==> src/verilog/amber_arch_pkg.sv <==
`default_nettype none

package amber_arch_pkg;

    // --------------------
    // Datapath widths
    // --------------------
    typedef logic [47:0] addr_t;
    typedef logic [23:0] data_t;
    typedef logic [7:0]  opc_t;

    // --------------------
    // Opcodes seen by the mode logic
    // --------------------
    // Software interrupt, enters kernel mode
    localparam opc_t OPC_SWI  = 8'h70;
    // Supervisor return, drops to user mode
    localparam opc_t OPC_SRET = 8'h71;

    // --------------------
    // PCC reset window
    // --------------------
    // 4K words from address 0
    localparam addr_t PCC_LEN_RESET   = 48'd4096;
    localparam data_t PCC_PERMS_RESET = 24'd4;
    // Execute permission bit in the perms field
    localparam int    PERM_X_BIT      = 2;

endpackage

`default_nettype wire

==> src/verilog/amber_csr_pkg.sv <==
`default_nettype none

package amber_csr_pkg;

    typedef logic [7:0] csr_idx_t;

    // --------------------
    // CSR index map
    // --------------------
    localparam csr_idx_t CSR_IDX_STATUS      = 8'h00;
    localparam csr_idx_t CSR_IDX_PCC_BASE_LO = 8'h10;
    localparam csr_idx_t CSR_IDX_PCC_BASE_HI = 8'h11;
    localparam csr_idx_t CSR_IDX_PCC_LEN_LO  = 8'h12;
    localparam csr_idx_t CSR_IDX_PCC_LEN_HI  = 8'h13;
    localparam csr_idx_t CSR_IDX_PCC_CUR_LO  = 8'h14;
    localparam csr_idx_t CSR_IDX_PCC_CUR_HI  = 8'h15;
    localparam csr_idx_t CSR_IDX_PCC_PERMS   = 8'h16;
    localparam csr_idx_t CSR_IDX_PCC_ATTR    = 8'h17;
    localparam csr_idx_t CSR_IDX_PCC_TAG     = 8'h18;

    // --------------------
    // PCC write strobes
    // --------------------
    // One strobe per PCC CSR, bit order follows the index map
    typedef logic [8:0] pcc_wr_t;

    localparam int PCC_WR_BASE_LO = 0;
    localparam int PCC_WR_BASE_HI = 1;
    localparam int PCC_WR_LEN_LO  = 2;
    localparam int PCC_WR_LEN_HI  = 3;
    localparam int PCC_WR_CUR_LO  = 4;
    localparam int PCC_WR_CUR_HI  = 5;
    localparam int PCC_WR_PERMS   = 6;
    localparam int PCC_WR_ATTR    = 7;
    localparam int PCC_WR_TAG     = 8;

endpackage

`default_nettype wire

==> src/verilog/csr_decode.sv <==
`default_nettype none

module csr_decode (
    input  wire                             csr_we,
    input  wire amber_csr_pkg::csr_idx_t    csr_waddr,
    input  wire amber_csr_pkg::csr_idx_t    csr_raddr,
    input  wire amber_arch_pkg::addr_t      pcc_base,
    input  wire amber_arch_pkg::addr_t      pcc_len,
    input  wire amber_arch_pkg::addr_t      pcc_cur,
    input  wire amber_arch_pkg::data_t      pcc_perms,
    input  wire amber_arch_pkg::data_t      pcc_attr,
    input  wire                             pcc_tag,
    input  wire                             mode_kernel,
    output amber_csr_pkg::pcc_wr_t          pcc_wr,
    output logic                            status_we,
    output amber_arch_pkg::data_t           csr_rdata
);

    logic [9:0] wr_sel;

    // --------------------
    // Write decode
    // --------------------
    always_comb begin
        pcc_wr = '0;
        pcc_wr[amber_csr_pkg::PCC_WR_BASE_LO] = (csr_waddr == amber_csr_pkg::CSR_IDX_PCC_BASE_LO);
        pcc_wr[amber_csr_pkg::PCC_WR_BASE_HI] = (csr_waddr == amber_csr_pkg::CSR_IDX_PCC_BASE_HI);
        pcc_wr[amber_csr_pkg::PCC_WR_LEN_LO]  = (csr_waddr == amber_csr_pkg::CSR_IDX_PCC_LEN_LO);
        pcc_wr[amber_csr_pkg::PCC_WR_LEN_HI]  = (csr_waddr == amber_csr_pkg::CSR_IDX_PCC_LEN_HI);
        pcc_wr[amber_csr_pkg::PCC_WR_CUR_LO]  = (csr_waddr == amber_csr_pkg::CSR_IDX_PCC_CUR_LO);
        pcc_wr[amber_csr_pkg::PCC_WR_CUR_HI]  = (csr_waddr == amber_csr_pkg::CSR_IDX_PCC_CUR_HI);
        pcc_wr[amber_csr_pkg::PCC_WR_PERMS]   = (csr_waddr == amber_csr_pkg::CSR_IDX_PCC_PERMS);
        pcc_wr[amber_csr_pkg::PCC_WR_ATTR]    = (csr_waddr == amber_csr_pkg::CSR_IDX_PCC_ATTR);
        pcc_wr[amber_csr_pkg::PCC_WR_TAG]     = (csr_waddr == amber_csr_pkg::CSR_IDX_PCC_TAG);
        // No strobe fires without a write
        pcc_wr = pcc_wr & {$bits(pcc_wr){csr_we}};
    end

    // Mode gating happens in priv_mode
    assign status_we = csr_we && (csr_waddr == amber_csr_pkg::CSR_IDX_STATUS);

    // --------------------
    // Read mux
    // --------------------
    always_comb begin
        case (csr_raddr)
            amber_csr_pkg::CSR_IDX_STATUS:      csr_rdata = amber_arch_pkg::data_t'(mode_kernel);
            amber_csr_pkg::CSR_IDX_PCC_BASE_LO: csr_rdata = pcc_base[23:0];
            amber_csr_pkg::CSR_IDX_PCC_BASE_HI: csr_rdata = pcc_base[47:24];
            amber_csr_pkg::CSR_IDX_PCC_LEN_LO:  csr_rdata = pcc_len[23:0];
            amber_csr_pkg::CSR_IDX_PCC_LEN_HI:  csr_rdata = pcc_len[47:24];
            amber_csr_pkg::CSR_IDX_PCC_CUR_LO:  csr_rdata = pcc_cur[23:0];
            amber_csr_pkg::CSR_IDX_PCC_CUR_HI:  csr_rdata = pcc_cur[47:24];
            amber_csr_pkg::CSR_IDX_PCC_PERMS:   csr_rdata = pcc_perms;
            amber_csr_pkg::CSR_IDX_PCC_ATTR:    csr_rdata = pcc_attr;
            amber_csr_pkg::CSR_IDX_PCC_TAG:     csr_rdata = amber_arch_pkg::data_t'(pcc_tag);
            default:                            csr_rdata = '0;
        endcase
    end

    // At most one register in the core takes any CSR write
    assign wr_sel = {status_we, pcc_wr};

    a_wr_onehot0: assert property (@(wr_sel) $onehot0(wr_sel));

endmodule

`default_nettype wire

==> src/verilog/pcc_window.sv <==
`default_nettype none

module pcc_window (
    input  wire                             iw_clk,
    input  wire                             iw_rst,
    input  wire amber_csr_pkg::pcc_wr_t     pcc_wr,
    input  wire amber_arch_pkg::data_t      csr_wdata,
    input  wire amber_arch_pkg::addr_t      pc,
    output amber_arch_pkg::addr_t           pcc_base,
    output amber_arch_pkg::addr_t           pcc_len,
    output amber_arch_pkg::addr_t           pcc_cur,
    output amber_arch_pkg::data_t           pcc_perms,
    output amber_arch_pkg::data_t           pcc_attr,
    output logic                            pcc_tag,
    output logic                            fetch_ok
);

    logic in_bounds;

    // --------------------
    // Window bounds
    // --------------------
    always_ff @(posedge iw_clk or posedge iw_rst) begin
        if (iw_rst) begin
            pcc_base <= '0;
            pcc_len  <= amber_arch_pkg::PCC_LEN_RESET;
        end else begin
            if (pcc_wr[amber_csr_pkg::PCC_WR_BASE_LO])
                pcc_base[23:0] <= csr_wdata;
            if (pcc_wr[amber_csr_pkg::PCC_WR_BASE_HI])
                pcc_base[47:24] <= csr_wdata;
            if (pcc_wr[amber_csr_pkg::PCC_WR_LEN_LO])
                pcc_len[23:0] <= csr_wdata;
            if (pcc_wr[amber_csr_pkg::PCC_WR_LEN_HI])
                pcc_len[47:24] <= csr_wdata;
        end
    end

    // Cursor follows the PC, a direct write to one half takes that half
    always_ff @(posedge iw_clk or posedge iw_rst) begin
        if (iw_rst) begin
            pcc_cur <= '0;
        end else begin
            pcc_cur <= pc;
            if (pcc_wr[amber_csr_pkg::PCC_WR_CUR_LO])
                pcc_cur[23:0] <= csr_wdata;
            if (pcc_wr[amber_csr_pkg::PCC_WR_CUR_HI])
                pcc_cur[47:24] <= csr_wdata;
        end
    end

    // --------------------
    // Perms, attributes, tag
    // --------------------
    always_ff @(posedge iw_clk or posedge iw_rst) begin
        if (iw_rst) begin
            pcc_perms <= amber_arch_pkg::PCC_PERMS_RESET;
            pcc_attr  <= '0;
            pcc_tag   <= 1'b1;
        end else begin
            if (pcc_wr[amber_csr_pkg::PCC_WR_PERMS])
                pcc_perms <= csr_wdata;
            if (pcc_wr[amber_csr_pkg::PCC_WR_ATTR])
                pcc_attr <= csr_wdata;
            if (pcc_wr[amber_csr_pkg::PCC_WR_TAG])
                pcc_tag <= csr_wdata[0];
        end
    end

    // Upper bound is exclusive
    assign in_bounds = (pc >= pcc_base) && (pc < pcc_base + pcc_len);
    assign fetch_ok  = pcc_tag && pcc_perms[amber_arch_pkg::PERM_X_BIT] && in_bounds;

endmodule

`default_nettype wire

==> src/verilog/priv_mode.sv <==
`default_nettype none

module priv_mode (
    input  wire                             iw_clk,
    input  wire                             iw_rst,
    input  wire amber_arch_pkg::opc_t       ex_opc,
    input  wire                             status_we,
    input  wire amber_arch_pkg::data_t      csr_wdata,
    output logic                            mode_kernel
);

    typedef enum logic {
        USER   = 1'b0,
        KERNEL = 1'b1
    } mode_e;

    mode_e state;
    mode_e state_nxt;

    always_comb begin
        state_nxt = state;
        if (ex_opc == amber_arch_pkg::OPC_SWI)
            state_nxt = KERNEL;
        else if (ex_opc == amber_arch_pkg::OPC_SRET)
            state_nxt = USER;
        // STATUS write only honoured in kernel, beats the opcode
        if (status_we && (state == KERNEL))
            state_nxt = csr_wdata[0] ? KERNEL : USER;
    end

    always_ff @(posedge iw_clk or posedge iw_rst) begin
        if (iw_rst)
            state <= KERNEL;
        else
            state <= state_nxt;
    end

    assign mode_kernel = (state == KERNEL);

    a_swi_kernel: assert property (@(posedge iw_clk) disable iff (iw_rst)
        (ex_opc == amber_arch_pkg::OPC_SWI) && !status_we |=> state == KERNEL);

endmodule

`default_nettype wire

==> src/verilog/pc_sequencer.sv <==
`default_nettype none

module pc_sequencer (
    input  wire                             iw_clk,
    input  wire                             iw_rst,
    input  wire                             branch_taken,
    input  wire amber_arch_pkg::addr_t      branch_pc,
    input  wire                             hazard_stall,
    input  wire                             ic_stall,
    input  wire                             dc_stall,
    input  wire                             fetch_ok,
    output amber_arch_pkg::addr_t           pc
);

    logic stall;

    // Hazard and both cache refills hold fetch alike
    assign stall = hazard_stall | ic_stall | dc_stall;

    // --------------------
    // PC register
    // --------------------
    // Priority is branch, then stall, then advance
    always_ff @(posedge iw_clk or posedge iw_rst) begin
        if (iw_rst) begin
            pc <= '0;
        end else if (branch_taken) begin
            pc <= branch_pc;
        end else if (!stall && fetch_ok) begin
            pc <= pc + amber_arch_pkg::addr_t'(1);
        end
        // otherwise hold, a PCC violation parks the PC
    end

    a_stall_hold: assert property (@(posedge iw_clk) disable iff (iw_rst)
        stall && !branch_taken |=> $stable(pc));

endmodule

`default_nettype wire

==> src/verilog/fetch_guard.sv <==
`default_nettype none

module fetch_guard (
    input  wire                             iw_clk,
    input  wire                             iw_rst,
    input  wire                             csr_we,
    input  wire amber_csr_pkg::csr_idx_t    csr_waddr,
    input  wire amber_arch_pkg::data_t      csr_wdata,
    input  wire amber_arch_pkg::opc_t       ex_opc,
    input  wire                             branch_taken,
    input  wire amber_arch_pkg::addr_t      branch_pc,
    input  wire                             hazard_stall,
    input  wire                             ic_stall,
    input  wire                             dc_stall,
    input  wire amber_csr_pkg::csr_idx_t    csr_raddr,
    output wire amber_arch_pkg::addr_t      pc,
    output wire                             fetch_ok,
    output wire                             mode_kernel,
    output wire amber_arch_pkg::data_t      csr_rdata
);

    wire amber_csr_pkg::pcc_wr_t    pcc_wr;
    wire                            status_we;
    wire amber_arch_pkg::addr_t     pcc_base;
    wire amber_arch_pkg::addr_t     pcc_len;
    wire amber_arch_pkg::addr_t     pcc_cur;
    wire amber_arch_pkg::data_t     pcc_perms;
    wire amber_arch_pkg::data_t     pcc_attr;
    wire                            pcc_tag;

    csr_decode u_csr_decode (
        .csr_we      (csr_we),
        .csr_waddr   (csr_waddr),
        .csr_raddr   (csr_raddr),
        .pcc_base    (pcc_base),
        .pcc_len     (pcc_len),
        .pcc_cur     (pcc_cur),
        .pcc_perms   (pcc_perms),
        .pcc_attr    (pcc_attr),
        .pcc_tag     (pcc_tag),
        .mode_kernel (mode_kernel),
        .pcc_wr      (pcc_wr),
        .status_we   (status_we),
        .csr_rdata   (csr_rdata)
    );

    pcc_window u_pcc_window (
        .iw_clk      (iw_clk),
        .iw_rst      (iw_rst),
        .pcc_wr      (pcc_wr),
        .csr_wdata   (csr_wdata),
        .pc          (pc),
        .pcc_base    (pcc_base),
        .pcc_len     (pcc_len),
        .pcc_cur     (pcc_cur),
        .pcc_perms   (pcc_perms),
        .pcc_attr    (pcc_attr),
        .pcc_tag     (pcc_tag),
        .fetch_ok    (fetch_ok)
    );

    priv_mode u_priv_mode (
        .iw_clk      (iw_clk),
        .iw_rst      (iw_rst),
        .ex_opc      (ex_opc),
        .status_we   (status_we),
        .csr_wdata   (csr_wdata),
        .mode_kernel (mode_kernel)
    );

    pc_sequencer u_pc_sequencer (
        .iw_clk       (iw_clk),
        .iw_rst       (iw_rst),
        .branch_taken (branch_taken),
        .branch_pc    (branch_pc),
        .hazard_stall (hazard_stall),
        .ic_stall     (ic_stall),
        .dc_stall     (dc_stall),
        .fetch_ok     (fetch_ok),
        .pc           (pc)
    );

endmodule

`default_nettype wire

==> config.mk <==
export PLATFORM = sky130hd
export DESIGN_NAME = fetch_guard
export DESIGN_NICKNAME = d
export VERILOG_FILES = /design/src/verilog/amber_arch_pkg.sv /design/src/verilog/amber_csr_pkg.sv /design/src/verilog/csr_decode.sv /design/src/verilog/pcc_window.sv /design/src/verilog/priv_mode.sv /design/src/verilog/pc_sequencer.sv /design/src/verilog/fetch_guard.sv
export SDC_FILE = /design/constraint.sdc
export NUM_CORES = 1
export LEC_CHECK = 0
export ABC_CLOCK_PERIOD_IN_PS = 6740
export BUFFER_PORTS_ARGS = -buffer_cell sky130_fd_sc_hd__buf_2
export CAP_MARGIN = 20
export CORE_ASPECT_RATIO = 1.1
export CORE_UTILIZATION = 50
export DETAILED_ROUTE_END_ITERATION = 8
export PLACE_DENSITY = 0.73
export SYNTH_ARGS = -nofsm -noshare
export SYNTH_HDL_FRONTEND = slang
export SYNTH_SLANG_ARGS = --single-unit
==> constraint.sdc <==
create_clock -name iw_clk -period 6.74 [get_ports iw_clk]
set_input_delay 0.674 -clock iw_clk [delete_from_list [all_inputs] [get_ports iw_clk]]
set_output_delay 0.674 -clock iw_clk [all_outputs]
set_load 0.02 [all_outputs]
==> impl_metrics.toml, run 1 <==
[cts]
clk_latency_ns = 0.55
root_buffer = "clkbuf_16"
cts_buffers = 27
cts_tree = "done"
clk_pin_slew_ns = 0.06
clock-sinks = 242
ctsHtreeMaxLevel = 1
cts_max_path_buffers = 3

[global_routing]
antenna_found_initial = 0
met2_usage_pct = 54.7
met1_usage_pct = 42.7
grt.busiest_layer = "met2"
grt_pass1_wl_um = 80000
grt_max_degree = 172
grt-ovfl-total = 0
grt_pass1_vias = 13839
grtUsageMet3_pct = 4.33
track_usage_pct = 32.6

[finish]
drive_gt1_share_pct = 24.1
area_growth_pct = 14.5
diodes = 0
n_fill_cell = 2806
nNetsFinal = 2014
instances_no_fill = 2205

[pwr]
ir_drop_uv = 178
powerDensity_nw_per_um2 = 257
finalPower_mw = 4.67
p_leak_nw = 8.70

[placement]
io_buffers = 176
hpwl_um = 37300
gp_congestion = 0.959
dpl.cell_count = 2158

[timing]
relSlewSlack_pct = 34.0
maxSlewViolCount = 0
setup_tns_ns = 0
hold_viol = 0
skew_ns = 0.0243
max_freq_ghz = 0.160
finalSetupViolCount = 0
rsz0062_at_grt = "no"
post-route-period-util_pct = 92.6
period_needed_ns = 6.24
tightestPinTransition_ns = 0.988

[route]
first_pass_iters = 5
vias = 13968
drtIter0Drc = 1164
wl_per_cell_um = 23.7
drc = 0
wl_um = 52200
ant_nets = 0
via_per_inst = 6.33

[synth]
ys.warnings.count = 0
netlist_area_um2 = 15900
synth_common_cells = "dfrtp_1 (238), mux2_2 (148), ha_1 (143)"
syn-num-nets = 1855
synth_ff_type = "dfrtp_1"
synth-async-reset-ratio_pct = 100
synth-seq-cells = 242
synth_cells = 1608
seq_area_frac_synth_pct = 38.2
synth_edf_count = 0
synth.most_common_cell = "dfrtp_1"
synth_top_area_share_pct = 37.6
synth_cell_types = 77
synthTopCellsByArea = "dfrtp_1 (38%), ha_1 (11%), mux2_2 (11%), a22oi_1 (3.9%), o21ai_0 (3.3%)"
postSynthAreaPerCell_um2 = 9.86
synth_largest_area_cell = "dfrtp_1"

[worst_setup_path]
path_max_fanout = 4
rrSetupSlack_ns = 0.61
worst_setup_path_start_kind = "register"
path_class = "reg -> out"
end_kind = "output pin"
worstPathRequired_ns = 6.07
arrival_ns = 5.57

[die]
fp.dieW_um = 172
start_util_pct = 50.6
core_um2 = 31300
ioPinCount = 177
fp.dieH_um = 189
rows = 68
dieArea_um2 = 32400

[flow_run]
drv_cap = 0

[hold_path]
hold_class = "in -> reg"

[outcome]
status = "completed"
-- worst max-delay path, stage by stage (launching register included) --
cell and delay, ns:
dfrtp_1 0.40, ha_1 0.24, inv_1 0.08, fa_1 0.40
nor2b_1 0.19, o211ai_1 0.15, a211oi_1 0.36, o311a_1 0.30
o211ai_1 0.18, o21ai_2 0.31, a21oi_1 0.20, o21ai_0 0.24
xnor2_1 0.15, ha_1 0.26, nor2b_1 0.13, o21ai_0 0.19
nand4b_1 0.13, a31oi_1 0.35, nand2_1 0.10, nor3_1 0.39
buf_2 0.25
-- kinds of logic after synthesis --
logic type	after synthesis	share of synthesized area (%)
buffers and inverters	136	3.41
AND/OR/NAND/NOR	416	13.8
AO/OA/AOI/OAI	468	19.6
multiplexers	151	10.7
adder cells (fa/ha/maj)	144	11.4
flip-flops	242	38.2
XOR/XNOR	51	2.82
-- cells in the final DEF, fill, tap and decap left out, types with 40 or more instances in the layout --
master   instances
o21ai_0        106
nand2_1        116
a21oi_1         70
ha_1           143
a21o_1          64
nand4_1         45
a22oi_1         83
dfrtp_1        238
buf_2          176
nor2_1          67
mux2_2         148
inv_1           66
nand3_1         40
-- layout make-up --
| cell class | instances | area, um^2 | share of cell area, % |
|---|---|---|---|
| Inverter | 68 | 259 | 1.43 |
| Sequential cell | 242 | 6060 | 33.4 |
| Timing Repair Buffer | 198 | 1060 | 5.83 |
| Clock inverter | 8 | 143 | 0.786 |
| Multi-Input combinational cell | 1230 | 9320 | 51.3 |
| Tap cell | 420 | 526 | 2.89 |
| Clock buffer | 39 | 791 | 4.36 |
-- per-layer routing --
layer,vias to the layer above,part of all wire (%)
met5,-,0
met4,0,3.4
met3,111,6.6
met2,571,48
met1,6924,42
li1,6362,-
-- path summary, 6_finish.rpt --
check                                               start                         to  cells after the start
worst max-delay path             u_pcc_window.pcc_base[0]                   fetch_ok                     20
worst min-delay path                         branch_pc[4]       u_pc_sequencer.pc[4]                      3
worst max register to register   u_pcc_window.pcc_base[0]      u_pc_sequencer.pc[14]                     21
worst min register to register  u_pcc_window.pcc_attr[14]  u_pcc_window.pcc_attr[14]                      1
max in group asynchronous                          iw_rst  u_pcc_window.pcc_perms[6]                      4
min in group asynchronous                          iw_rst   u_pcc_window.pcc_cur[43]                      3
-- sequential cells by signal, indices dropped and copies added, names as in the netlist --
name and count:
u_pcc_window.pcc_len 48, u_pcc_window.pcc_cur 48, u_priv_mode.mode_kernel 1, u_pcc_window.pcc_tag 1, u_pc_sequencer.pc 48, u_pcc_window.pcc_perms 24, u_pcc_window.pcc_attr 24, u_pcc_window.pcc_base 48
-- power by group --
group          total, mW  internal [mW]  switching, mW
combinational       1.40          0.602          0.794
sequential          1.71           1.56          0.152
clock               1.56          0.960          0.602
total               4.67           3.12           1.55
-- through the flow --
stage	utilization, %	hold WS, ns	area [um^2]	worst slack [ns]
4_1_cts	57.9	0.324	18100	0.185
3_5_place_dp	55.0	0.494	17200	0.443
3_3_place_gp	55.0	0.484	17200	0.546
2_1_floorplan	-	0.474	15900	1.74
6_report	58.0	0.333	18200	0.496
5_1_grt	58.0	0.339	18200	0.0373
-- what timing repair did --
action,in CTS,in global routing
endpoints found under the hold margin,0,0
gates resized for setup,0,3
endpoints found under the setup margin,0,44
setup buffers,0,0
hold buffers,0,0
No activity file was read; power rests on OpenSTA's default activity.
==> inputs of run 2 (changes only) <==
--- a/config.mk
+++ b/config.mk
@@ -12,4 +12,5 @@
 export CORE_UTILIZATION = 50
 export DETAILED_ROUTE_END_ITERATION = 8
+export MAX_ROUTING_LAYER = met4
 export PLACE_DENSITY = 0.73
 export SYNTH_ARGS = -nofsm -noshare
==> constraint.sdc (replaced) <==
create_clock -name iw_clk -period 6.74 [get_ports iw_clk]
set_input_delay 0.674 -clock iw_clk [delete_from_list [all_inputs] [get_ports iw_clk]]
set_output_delay 0.674 -clock iw_clk [all_outputs]
set_load 0.1 [all_outputs]
==> run 2 against run 1 <==
  * Sequential power barely moved
  * Setup slack worse by 0.16 ns
  * Via count is 0.14% lower
  * Cell area grew 0.15%
  * Wire length grew 1.2%
  * Total power rose by 2.7%
  * Combinational power grew 14%
  * Flip-flop and latch count did not move
  * Utilization increased by 0.088 points
  * Critical path depth is the same
  * Maximum frequency is 2.5% lower
  * Critical endpoint unchanged
  * Highest routed layer unchanged
==> impl_metrics.toml, run 2 (synthesis gave the netlist of run 1 again) <==
[outcome]
status = "completed"

[finish]
final_common_cell = "dfrtp_1"
final_util_pct = 58.1
area_growth_pct = 14.7
final_area_um2 = 18200
n_fill_cell = 2800
drive_gt1_share_pct = 24.4
mostFrequentLayoutCells = "dfrtp_1 (238), buf_2 (175), mux2_2 (148), ha_1 (143), nand2_1 (116)"
nNetsFinal = 2017
instances_no_fill = 2211

[die]
ioPinCount = 177
core_um2 = 31300
start_util_pct = 50.6
fp.dieH_um = 189
fp.dieW_um = 172
rows = 68
dieArea_um2 = 32400

[cts]
root_buffer = "clkbuf_16"
cts_tree = "done"
clk_pin_slew_ns = 0.07
ctsHtreeMaxLevel = 1
postCtsSetupBuffers = 0
cts_max_path_buffers = 3
clk_latency_ns = 0.55
cts.hold.buffers_added = 0
clock-sinks = 242
cts_buffers = 27

[worst_setup_path]
path_class = "reg -> out"
arrival_ns = 5.73
cp_cell_sequence = "ha_1, inv_1, fa_1, nor2b_1, o211ai_1, a211oi_1, o311a_1, o211ai_1, o21ai_2, a21oi_1, o21ai_0, xnor2_1, ha_1, nor2b_1, o21ai_0, nand4b_1, a31oi_1, nand2_1, nor3_1, clkbuf_4"
timing.rr.end = "u_pc_sequencer.pc[14]"
worst_setup_path_start_kind = "register"
critPathMaxStageDelay_ns = 0.41
r2r_cells = 21
worstPathRequired_ns = 6.07
end_kind = "output pin"
slowest_stage = "a31oi_1"
rr_startpoint = "u_pcc_window.pcc_base[0]"
path_max_fanout = 4
rrSetupSlack_ns = 0.39

[global_routing]
grt_pass1_wl_um = 79700
antenna_found_initial = 0
grt_pass1_vias = 13710
grt_max_degree = 130
grt-ovfl-total = 0
track_usage_pct = 33.5

[timing]
maxSlewViolCount = 0
hold_viol = 0
finalSetupViolCount = 0
setup_ws_ns = 0.337
setup_tns_ns = 0
skew_ns = 0.0182
post-route-period-util_pct = 95.0
max_freq_ghz = 0.156
relSlewSlack_pct = 27.4
tightestPinTransition_ns = 1.09
whs_ns = 0.335
rsz0062_at_grt = "no"
period_needed_ns = 6.40

[route]
wl_um = 52800
drc = 0
vias = 13949
first_pass_iters = 5
via_per_inst = 6.31
drtIter0Drc = 1064
wl_per_cell_um = 23.9
ant_nets = 0

[placement]
placed_area_um2 = 17200
gp_congestion = 1.01
hpwl_um = 37800
dpl.cell_count = 2160
io_buffers = 176
place_ws_ns = 0.230

[flow_run]
drv_cap = 0

[hold_path]
hold_class = "in -> async"

[pwr]
powerDensity_nw_per_um2 = 264
p_leak_nw = 8.70
finalPower_mw = 4.79
ir_drop_uv = 144
-- run 2: area by class of cell --
class	count	area [um^2]	share of cell area, %
multi-input combinational	1231	9360	51.5
sequential	242	6060	33.3
timing repair buffer	200	1080	5.92
clock buffer	38	777	4.27
tap	420	526	2.89
inverter	68	259	1.42
clock inverter	11	123	0.674
antenna	1	2.50	0.0138
-- run 2: worst max-delay path: cells and delay by family (launching register included) --
family	cells	cell delay (ns)
XOR/XNOR	1	0.17
adder cells (fa/ha/maj)	3	0.89
flip-flops	1	0.40
AO/OA/AOI/OAI	9	2.45
buffers and inverters	2	0.46
AND/OR/NAND/NOR	5	0.80
-- run 2: how the worst max path moves through the flow --
stage	from	to	slack [ns]	depth (start not counted)
final	u_pcc_window.pcc_base[0]	fetch_ok	0.34	20
after CTS	u_pcc_window.pcc_base[0]	fetch_ok	0.15	19
after global placement	u_pcc_window.pcc_base[0]	u_pc_sequencer.pc[30]	0.39	21
after floorplan	u_pcc_window.pcc_base[8]	fetch_ok	0.33	19
after global routing	u_pcc_window.pcc_base[0]	u_pc_sequencer.pc[14]	0.02	21
after detailed placement	u_pcc_window.pcc_base[0]	u_pc_sequencer.pc[14]	0.23	21
-- run 2: timing repair --
item / 4_1_cts / 5_1_grt
hold endpoints to repair: 0 / 0
pin swaps: 0 / 1
cloned: 0 / 1
endpoints found under the setup margin: 1 / 12
resized for setup: 1 / 7
-- run 2: where the power goes --
part           internal (mW)  switching [mW]  leakage (nW)
registers               1.56           0.144          2.87
logic                  0.602           0.991          5.39
clock network          0.882           0.616         0.437
total                   3.04            1.75          8.70
-- run 2: metal layers --
metal	GRT usage, %	wire, um	share of wire, %	vias to the layer above
li1	-	-	-	6386
met1	43.0	22500	43	6908
met2	54.8	25300	48	541
met3	4.47	3380	6.4	114
met4	9.94	1640	3.1	0
met5	-	0	0	-
